[config.mk]
export PLATFORM = sky130hd
export DESIGN_NAME = memCtrl
export DESIGN_NICKNAME = d
export VERILOG_FILES = /design/src/verilog/memCtrlPkg.sv /design/src/verilog/memBusIf.sv /design/src/verilog/byteSequencer.sv /design/src/verilog/memCtrl.sv /design/src/verilog/reqArbiter.sv /design/src/verilog/wordAssembler.sv
export SDC_FILE = /design/constraint.sdc
export NUM_CORES = 1
export LEC_CHECK = 0
export BUFFER_PORTS_ARGS = -buffer_cell sky130_fd_sc_hd__buf_2
export CORE_MARGIN = 5
export CORE_UTILIZATION = 47
export DETAILED_ROUTE_END_ITERATION = 8
export PLACE_DENSITY = 0.81
export SYNTH_ARGS = -nofsm -noshare
export SYNTH_HDL_FRONTEND = slang
export SYNTH_SLANG_ARGS = --single-unit
[constraint.sdc]
create_clock -name clk -period 5.1 [get_ports clk]
set_input_delay 1.02 -clock clk [delete_from_list [all_inputs] [get_ports clk]]
set_output_delay 1.02 -clock clk [all_outputs]
set_load 0.01 [all_outputs]
[src/verilog/memCtrlPkg.sv]
package memCtrlPkg;

    // ram is one byte wide, client words are four bytes
    localparam int byteWidth = 8;
    localparam int wordWidth = 4 * byteWidth;

    // kind of the transaction that currently owns memory
    typedef enum logic [1:0] {
        opNone  = 2'd0,
        opLoad  = 2'd1,
        opStore = 2'd2,
        opFetch = 2'd3
    } memOp_e;

    // access length, value is the byte count
    typedef enum logic [2:0] {
        lenByte = 3'd1,
        lenHalf = 3'd2,
        lenWord = 3'd4
    } memLen_e;

    // owner code shown to both clients
    typedef enum logic [1:0] {
        waitNone  = 2'b00,
        waitData  = 2'b01,
        waitFetch = 2'b10
    } waitOwner_e;

endpackage

[src/verilog/memBusIf.sv]
`timescale 1ns/100ps

// locked grant, arbiter to sequencer
interface memReqIf #(
    parameter int addrWidth = 32
) ();

    memCtrlPkg::memOp_e              op;
    logic [addrWidth-1:0]            addr;
    memCtrlPkg::memLen_e             len;
    logic [memCtrlPkg::wordWidth-1:0] storeData;
    // pulses with the last byte cycle
    logic                            releaseGrant;

    modport arbiter (
        output op,
        output addr,
        output len,
        output storeData,
        input  releaseGrant
    );

    modport sequencer (
        input  op,
        input  addr,
        input  len,
        input  storeData,
        output releaseGrant
    );

endinterface

// per-byte status, sequencer to assembler
interface memByteIf ();

    logic               issued;
    logic [1:0]         index;
    logic               last;
    memCtrlPkg::memOp_e op;

    modport source (
        output issued,
        output index,
        output last,
        output op
    );

    modport sink (
        input issued,
        input index,
        input last,
        input op
    );

endinterface

[src/verilog/byteSequencer.sv]
`timescale 1ns/100ps

module byteSequencer #(
    parameter int addrWidth = 32
) (
    input  logic                             clk,
    input  logic                             rst,
    input  logic                             active,
    memReqIf.sequencer                       req,
    memByteIf.source                         bytes,
    output logic                             memWe,
    output logic [addrWidth-1:0]             memAddr,
    output logic [memCtrlPkg::byteWidth-1:0] memDout
);

    typedef enum logic {
        seqIdle,
        seqRun
    } seq_e;

    seq_e                 state;
    logic [1:0]           stage;
    logic                 granted;
    logic                 issue;
    logic                 lastByte;
    logic [addrWidth-1:0] heldAddr;

    assign granted  = req.op != memCtrlPkg::opNone;
    assign issue    = active && granted;
    assign lastByte = ({1'b0, stage} + 3'd1) == req.len;

    assign req.releaseGrant = issue && lastByte;

    // a stalled cycle repeats the previous address
    // so the read byte in flight is still there after the stall
    assign memAddr = active ? req.addr + addrWidth'(stage) : heldAddr;
    assign memWe   = issue && (req.op == memCtrlPkg::opStore);
    assign memDout = req.storeData[stage * memCtrlPkg::byteWidth +: memCtrlPkg::byteWidth];

    assign bytes.issued = issue;
    assign bytes.index  = stage;
    assign bytes.last   = lastByte;
    assign bytes.op     = req.op;

    always_ff @(posedge clk) begin
        if (rst) begin
            state <= seqIdle;
            stage <= 2'd0;
        end else if (issue) begin
            if (lastByte) begin
                state <= seqIdle;
                stage <= 2'd0;
            end else begin
                state <= seqRun;
                stage <= stage + 2'd1;
            end
        end
    end

    always_ff @(posedge clk) begin
        if (active) begin
            heldAddr <= memAddr;
        end
    end

    // writes only inside a store grant
    storeOnlyWrite: assert property (@(posedge clk) disable iff (rst)
        memWe |-> (req.op == memCtrlPkg::opStore));

    stageInRange: assert property (@(posedge clk) disable iff (rst)
        granted |-> ({1'b0, stage} < req.len));

    // mid-transaction means the grant is still held
    runHoldsGrant: assert property (@(posedge clk) disable iff (rst)
        (state == seqRun) |-> granted);

endmodule

[src/verilog/memCtrl.sv]
`timescale 1ns/100ps

module memCtrl #(
    parameter int addrWidth = 32
) (
    input  logic                             clk,
    input  logic                             rst,
    input  logic                             rdy,
    input  logic                             ioBufferFull,

    input  logic [memCtrlPkg::byteWidth-1:0] memDin,
    output logic                             memWe,
    output logic [addrWidth-1:0]             memAddr,
    output logic [memCtrlPkg::byteWidth-1:0] memDout,

    input  logic                             fetchEn,
    input  logic [addrWidth-1:0]             fetchAddr,
    output logic                             fetchDone,
    output logic [memCtrlPkg::wordWidth-1:0] fetchInst,
    output memCtrlPkg::waitOwner_e           fetchWait,

    output logic                             bpEn,
    output logic [memCtrlPkg::wordWidth-1:0] bpInst,

    input  logic                             dataEn,
    input  logic                             dataStore,
    input  memCtrlPkg::memLen_e              dataLen,
    input  logic [addrWidth-1:0]             dataAddr,
    input  logic [memCtrlPkg::wordWidth-1:0] dataIn,
    output logic                             dataDone,
    output logic [memCtrlPkg::wordWidth-1:0] dataOut,
    output memCtrlPkg::waitOwner_e           dataWait
);

    // one stall level for all stages
    logic active;

    assign active = rdy && !ioBufferFull;

    memReqIf #(.addrWidth(addrWidth)) reqBus ();
    memByteIf byteBus ();

    reqArbiter #(.addrWidth(addrWidth)) arbiter_i (
        .clk       (clk),
        .rst       (rst),
        .active    (active),
        .dataEn    (dataEn),
        .dataStore (dataStore),
        .dataLen   (dataLen),
        .dataAddr  (dataAddr),
        .dataIn    (dataIn),
        .fetchEn   (fetchEn),
        .fetchAddr (fetchAddr),
        .req       (reqBus.arbiter),
        .dataWait  (dataWait),
        .fetchWait (fetchWait)
    );

    byteSequencer #(.addrWidth(addrWidth)) sequencer_i (
        .clk     (clk),
        .rst     (rst),
        .active  (active),
        .req     (reqBus.sequencer),
        .bytes   (byteBus.source),
        .memWe   (memWe),
        .memAddr (memAddr),
        .memDout (memDout)
    );

    wordAssembler assembler_i (
        .clk       (clk),
        .rst       (rst),
        .active    (active),
        .bytes     (byteBus.sink),
        .memDin    (memDin),
        .dataDone  (dataDone),
        .dataOut   (dataOut),
        .fetchDone (fetchDone),
        .fetchInst (fetchInst),
        .bpEn      (bpEn),
        .bpInst    (bpInst)
    );

endmodule

[src/verilog/reqArbiter.sv]
`timescale 1ns/100ps

module reqArbiter #(
    parameter int addrWidth = 32
) (
    input  logic                             clk,
    input  logic                             rst,
    input  logic                             active,
    input  logic                             dataEn,
    input  logic                             dataStore,
    input  memCtrlPkg::memLen_e              dataLen,
    input  logic [addrWidth-1:0]             dataAddr,
    input  logic [memCtrlPkg::wordWidth-1:0] dataIn,
    input  logic                             fetchEn,
    input  logic [addrWidth-1:0]             fetchAddr,
    memReqIf.arbiter                         req,
    output memCtrlPkg::waitOwner_e           dataWait,
    output memCtrlPkg::waitOwner_e           fetchWait
);

    memCtrlPkg::memOp_e     nextOp;
    memCtrlPkg::waitOwner_e owner;
    // one cycle gap after release, the done cycle comes first
    logic                   settle;
    logic                   idle;

    assign idle = (req.op == memCtrlPkg::opNone) && !settle;

    // data wins over fetch
    always_comb begin
        nextOp = memCtrlPkg::opNone;
        if (dataEn) begin
            nextOp = dataStore ? memCtrlPkg::opStore : memCtrlPkg::opLoad;
        end else if (fetchEn) begin
            nextOp = memCtrlPkg::opFetch;
        end
    end

    always_ff @(posedge clk) begin
        if (rst) begin
            req.op <= memCtrlPkg::opNone;
            settle <= 1'b0;
        end else if (active) begin
            if (req.releaseGrant) begin
                req.op <= memCtrlPkg::opNone;
                settle <= 1'b1;
            end else if (idle) begin
                req.op <= nextOp;
            end else begin
                settle <= 1'b0;
            end
        end
    end

    // grant payload, only loaded while idle
    always_ff @(posedge clk) begin
        if (active && idle) begin
            req.addr      <= dataEn ? dataAddr : fetchAddr;
            req.len       <= dataEn ? dataLen : memCtrlPkg::lenWord;
            req.storeData <= dataIn;
        end
    end

    always_comb begin
        case (req.op)
            memCtrlPkg::opLoad,
            memCtrlPkg::opStore: owner = memCtrlPkg::waitData;
            memCtrlPkg::opFetch: owner = memCtrlPkg::waitFetch;
            default:             owner = memCtrlPkg::waitNone;
        endcase
    end

    assign dataWait  = owner;
    assign fetchWait = owner;

    grantStable: assert property (@(posedge clk) disable iff (rst)
        (req.op != memCtrlPkg::opNone && !req.releaseGrant)
        |=> ($stable(req.op) && $stable(req.addr) && $stable(req.len)
            && $stable(req.storeData)));

    // requester keeps its enable until done
    dataEnHeld: assert property (@(posedge clk) disable iff (rst)
        (req.op inside {memCtrlPkg::opLoad, memCtrlPkg::opStore}) |-> dataEn);

endmodule

[src/verilog/wordAssembler.sv]
`timescale 1ns/100ps

module wordAssembler (
    input  logic                             clk,
    input  logic                             rst,
    input  logic                             active,
    memByteIf.sink                           bytes,
    input  logic [memCtrlPkg::byteWidth-1:0] memDin,
    output logic                             dataDone,
    output logic [memCtrlPkg::wordWidth-1:0] dataOut,
    output logic                             fetchDone,
    output logic [memCtrlPkg::wordWidth-1:0] fetchInst,
    output logic                             bpEn,
    output logic [memCtrlPkg::wordWidth-1:0] bpInst
);

    logic                             dIssued;
    logic                             dLast;
    logic [1:0]                       dIndex;
    memCtrlPkg::memOp_e               dOp;
    logic [memCtrlPkg::wordWidth-1:0] pending;
    logic [memCtrlPkg::wordWidth-1:0] merged;
    logic                             finish;

    // byte status delayed to line up with the ram read data
    always_ff @(posedge clk) begin
        if (rst) begin
            dIssued <= 1'b0;
            dLast   <= 1'b0;
            dOp     <= memCtrlPkg::opNone;
        end else if (active) begin
            dIssued <= bytes.issued;
            dLast   <= bytes.last;
            dOp     <= bytes.op;
        end
    end

    always_ff @(posedge clk) begin
        if (active) begin
            dIndex <= bytes.index;
        end
    end

    // byte 0 starts from zero, upper bytes stay clear for short loads
    always_comb begin
        merged = (dIndex == 2'd0) ? '0 : pending;
        merged[dIndex * memCtrlPkg::byteWidth +: memCtrlPkg::byteWidth] = memDin;
    end

    assign finish = active && dIssued && dLast;

    always_ff @(posedge clk) begin
        if (active && dIssued && dOp != memCtrlPkg::opStore) begin
            if (!dLast) begin
                pending <= merged;
            end else if (dOp == memCtrlPkg::opFetch) begin
                fetchInst <= merged;
            end else begin
                dataOut <= merged;
            end
        end
    end

    // store done needs no read data
    always_ff @(posedge clk) begin
        if (rst) begin
            dataDone  <= 1'b0;
            fetchDone <= 1'b0;
        end else begin
            dataDone  <= finish && (dOp != memCtrlPkg::opFetch);
            fetchDone <= finish && (dOp == memCtrlPkg::opFetch);
        end
    end

    // predictor sees every fetched word
    assign bpEn   = fetchDone;
    assign bpInst = fetchInst;

    oneClientDone: assert property (@(posedge clk) disable iff (rst)
        !(fetchDone && dataDone));

    donePulse: assert property (@(posedge clk) disable iff (rst)
        (dataDone || fetchDone) |=> !(dataDone || fetchDone));

endmodule
* Word level (Yosys, flattened, before mapping)
Index checks and enable logic that the tools add are counted.
Word-level totals: register bits 208, input port bits 114, output and inout bits 144, logic and storage cells 69
Cells by class: $add $sub $neg 4, eq/ne operators 8, shifts and indexed selects 3, muxes and demuxes 13, bitwise operators 2, reductions and logical operators 23
Operators by type and width (number):
- 2-to-1 mux 32 bit | 3
- negation 5 -> 34 bit | 1
- variable shift 8 x 34 -> 32 bit, first input constant | 1
- indexed part select 8 x 34 -> 32 bit | 1
- adder 32 x 2 -> 32 bit | 1
- bitwise mux 32 bit | 1
- indexed part select 32 x 6 -> 8 bit | 1
- 2-to-1 mux 2 bit | 6
- logical AND 1 bit | 11
- equality test 2 bit, second input constant | 3
- AND reduction 2 bit | 3
- AND reduction 3 bit | 2
- zero test 2 bit | 2
- != test 2 bit, second input constant | 2
- one-hot mux 2 bit (2 select lines) | 1
- nonzero test 2 bit | 2
- adder 2 x 1 -> 3 bit, second input constant | 1
- equality test 3 bit | 1
- adder 2 x 1 -> 2 bit, second input constant | 1
- equality test 2 x 1 -> 1 bit, second input constant | 1
- zero test 1 bit | 2
- 2-to-1 mux 1 bit | 2
- != test 2 x 1 -> 1 bit, second input constant | 1
- inverter 1 bit | 2
- OR reduction 2 bit | 1

* Depth between registers and ports, before layout
depth in word-level cells 6, depth in mapped cells 8

* By module
From an unflattened synthesis, not the netlist that was laid out.
Unflattened totals: cells, all modules 581, area total of the unflattened synthesis 8944.8 um^2
Modules (own cells, without submodules):
- wordAssembler | instances 1, cells an instance 215, area each 3938.8 um^2
- reqArbiter | instances 1, cells an instance 129, area each 2643.8 um^2
- byteSequencer | instances 1, cells an instance 236, area each 2348.5 um^2
- memCtrl | instances 1, cells an instance 1, area each 13.8 um^2

* Least setup slack after synthesis
No wires, ideal clock.
path type input -> register, from input ioBufferFull, to register assembler_i.pending[0] (netlist name) (enable), arrival time 4.433 ns, slack 0.207 ns, stages on the path 5, cell sequence nand2b_1 -> buf_2 -> inv_1 -> nand2_1 -> nor3_1
Between the ends: cells in the longest elaborated chain, start to end 5
RTL lines:
- from (decl) | RTL line memCtrl.sv:9 | input logic ioBufferFull,
- zero test 1 bit | RTL line memCtrl.sv:38 | assign active = rdy && !ioBufferFull;
- logical AND 1 bit | RTL line memCtrl.sv:38
- net active | RTL line memCtrl.sv:36 | logic active;
- logical AND 1 bit (2 in a row) | RTL line wordAssembler.sv:53 | if (active && dIssued && dOp != memCtrlPkg::opStore) begin
- AND reduction 2 bit (no line)
- to (signal assigned) | RTL line wordAssembler.sv:55 | pending <= merged;
- to (decl) | RTL line wordAssembler.sv:21 | logic [memCtrlPkg::wordWidth-1:0] pending;
The timed path passes the listed nets, and every way through them passes these cells. A chain may end at the register's enable or synchronous reset.

* Final worst setup path
from register sequencer_i.stage[1] (netlist: sequencer_i.bytes.index[1]), to output memAddr[26]
Between the ends: cells in the longest elaborated chain, start to end 2
RTL lines:
- from (decl) | RTL line byteSequencer.sv:22 | logic [1:0] stage;
- from (signal assigned) | RTL line byteSequencer.sv:55 | stage <= stage + 2'd1;
- adder 32 x 2 -> 32 bit | RTL line byteSequencer.sv:36 | assign memAddr = active ? req.addr + addrWidth'(stage) : heldAddr;
- 2-to-1 mux 32 bit | RTL line byteSequencer.sv:36
- to (decl) | RTL line memCtrl.sv:13 | output logic [addrWidth-1:0] memAddr,
No other way between the ends.

==> flow_summary.toml <==
[global_routing]
grt-ovfl-total = 0
grt_pass1_wl_um = 30200
antenna_found_initial = 0
track_usage = 0.173
grt_pass1_vias = 5670
grt_max_degree = 56

[setup_path]
worstSetupEndpointType = "output port"
reg2reg_from = "sequencer_i.bytes.index[1]"
cp-startpoint = "sequencer_i.bytes.index[1]"
crit_arrival_ns = 3.28
crit_type = "reg2out"
rrSetupSlack_ns = 2.23
crit_required_ns = 4.08
critPathLaunchType = "flop"
cp_max_fo = 13

[detailed_routing]
postRouteAntennaNets = 0
dr.first_iter.drc_count = 271
drt-pass1-iter-count = 4
vias_per_cell = 5.23
wl_um = 19500
drc = 0
wl_per_cell_um = 17.8
dr_total_vias = 5721

[clocking]
clockBufferDepth = 3
htreeDepth = 1
post-cts-setup-buffers = 0
clk_pin_slew_worst_paths_ns = 0.06
cts_tree = "done"
ctsResizeCount = 0
clk_latency_ns = 0.50
cts.sinks = 208
numCtsBuffers = 23
holdBufCountCts = 0
cts_root_buf = "clkbuf_16"

[die]
initial_core_util = 0.476
num_io_pins = 258
rows = 50
die_y_um = 148
core_um2 = 18700
die_x_um = 148
die-area_um2 = 21800

[logic_synthesis]
synth_top_area_cell = "edfxtp_1"
synth_area_leaders = "edfxtp_1 (66%), mux2_2 (4.0%), buf_4 (2.9%)"
synth_seq_cells = 208
synth_top_family_by_area = "simple AND/OR/NAND/NOR gates"
synthMuxAreaShare = 0.0629
synthArstFlopShare = 0
synth_compound_area_frac = 0.0469
yosys.area_share.simple = 0.106
synth.distinct_cells = 38
yosysTopAreaCellShare = 0.664
synth-xor-area-share = 0.0324
netlist_area_um2 = 8910
synth_edf_count = 197
yosysSeqAreaShare = 0.688
synth_cells = 615
yosysWarningCount = 0
synthAdderAreaFrac = 0.0177
synth_nets = 741
synth_area_per_cell_um2 = 14.5
ys.flop_type = "edfxtp_1"

[sta]
setup_viol = 0
fin_skew_ns = 0.00958
rsz0062_at_grt = "false"
slew_violations = 0
max_freq_mhz = 232
finalHoldViolCount = 0
final.min_clock_period_ns = 4.30
tightest_slew_ns = 1.17
fin_ws_ns = 0.797
timing.setup.tns_ns = 0
finalCritPeriodShare = 0.844
slew_headroom = 0.221

[layout]
fill_cells = 1451
nets = 970
drive_gt1_frac = 0.396
final_core_util = 0.582
area_growth_pct = 22.1
multi_input_area_um2 = 2390
diodes = 0
stdcell_count = 1093
area.sequential_um2 = 6140

[place]
hpwl_um = 14000
gp_congestion = 0.814
dp.cells = 1053
dp_slack_ns = 1.28
portBuffers = 257

[pwr]
power_density_nw_per_um2 = 340
leakage_nw = 4.16
peakVddDrop_v = 0.000261

[worst_hold_path]
hold_start = "assembler_i.dLast"
hold_path_class = "reg2reg"

[status]
status = "complete, no violations"

[flow_run]
maxCapViolations = 0
## layout by cell type (no fill, tap or decap), types with 3 or more instances in the layout
master / n
buf_4: 6
xnor2_1: 8
and2_1: 6
mux2_2: 32
buf_2: 257
clkbuf_1: 5
nand2_1: 49
ha_1: 11
o21ai_1: 19
nor3b_1: 3
nor3_1: 4
nor2b_1: 3
dfxtp_1: 11
mux4_2: 8
inv_1: 11
nand2b_1: 26
o21ai_0: 15
a32o_1: 7
nand3_1: 39
clkbuf_16: 23
clkinv_1: 9
nor2_1: 15
nand4_1: 11
edfxtp_1: 197
xor2_1: 25
and3_1: 3
a21oi_1: 32
## metal layers
metal	vias to the layer above	track usage	wire length [um]
li1	2713	-	-
met1	2714	0.213	7570
met2	257	0.303	9660
met3	37	0.0405	1630
met4	0	0.0545	595
met5	-	0	0
## per-stage QoR
step / hold WS [ns] / power (W) / cell area [um2]
floorplan: 0.450 / 0.00213 / 8910
global placement: 0.462 / 0.00224 / 10200
detailed placement: 0.479 / 0.00225 / 10200
CTS: 0.487 / 0.00374 / 10900
global route: 0.503 / 0.00384 / 10900
finish: 0.485 / 0.00370 / 10900
## cells in the mapped netlist (5+ instances only)
master,instances
edfxtp_1,197
nand2_1,49
nand3_1,39
buf_4,35
a21oi_1,32
mux2_2,32
nand2b_1,27
xor2_1,25
o21ai_1,19
clkbuf_1,17
nor2_1,17
o21ai_0,15
dfxtp_1,11
ha_1,11
inv_1,11
nand4_1,11
mux4_2,8
xnor2_1,8
a32o_1,7
and2_1,6
buf_2,5
nor3_1,5
## registers in the layout (all words and copies together), names as in the netlist, 3 cells and up
| register | cells |
|---|---|
| arbiter_i.req.addr | 32 |
| arbiter_i.req.len | 3 |
| arbiter_i.req.storeData | 32 |
| assembler_i.bpInst | 32 |
| assembler_i.dataOut | 32 |
| assembler_i.pending | 32 |
| sequencer_i.heldAddr | 32 |
## worst paths after layout
path,to,depth (start not counted)
setup reg to reg,sequencer_i.heldAddr[30],7
hold reg to reg,assembler_i.dLast,2
hold / removal,assembler_i.dLast,2
setup / recovery,memAddr[26],8
## worst max-delay path: stages (launching register included)
cell and delay [ns]:
dfxtp_1 0.68, inv_1 0.13, fa_1 0.47, nand4b_1 0.38
nor4_4 0.44, nand4b_1 0.18, xor2_1 0.17, o21ai_1 0.17
buf_2 0.17
## kinds of logic after synthesis
family                     after synthesis
AOI/OAI and AO/OA                       75
xor gates and xnor gates                33
adders and majority gates               12
buffers and inverters                   71
DFF                                    208
muxes                                   42
and+or+nand+nor                        174
## layout make-up
class / count / share of cell area
flip-flops and latches: 208 / 0.564
clock buffers: 28 / 0.0546
inverters: 11 / 0.00379
repair buffers: 264 / 0.124
well taps: 234 / 0.0269
clock inverters: 12 / 0.00713
multi-input cells: 336 / 0.220
## power breakdown
group          internal, W  switching (W)
registers          0.00193      0.0000251
logic             0.000112       0.000147
clock network     0.000871       0.000620
Power figures use the tool's default switching activity.
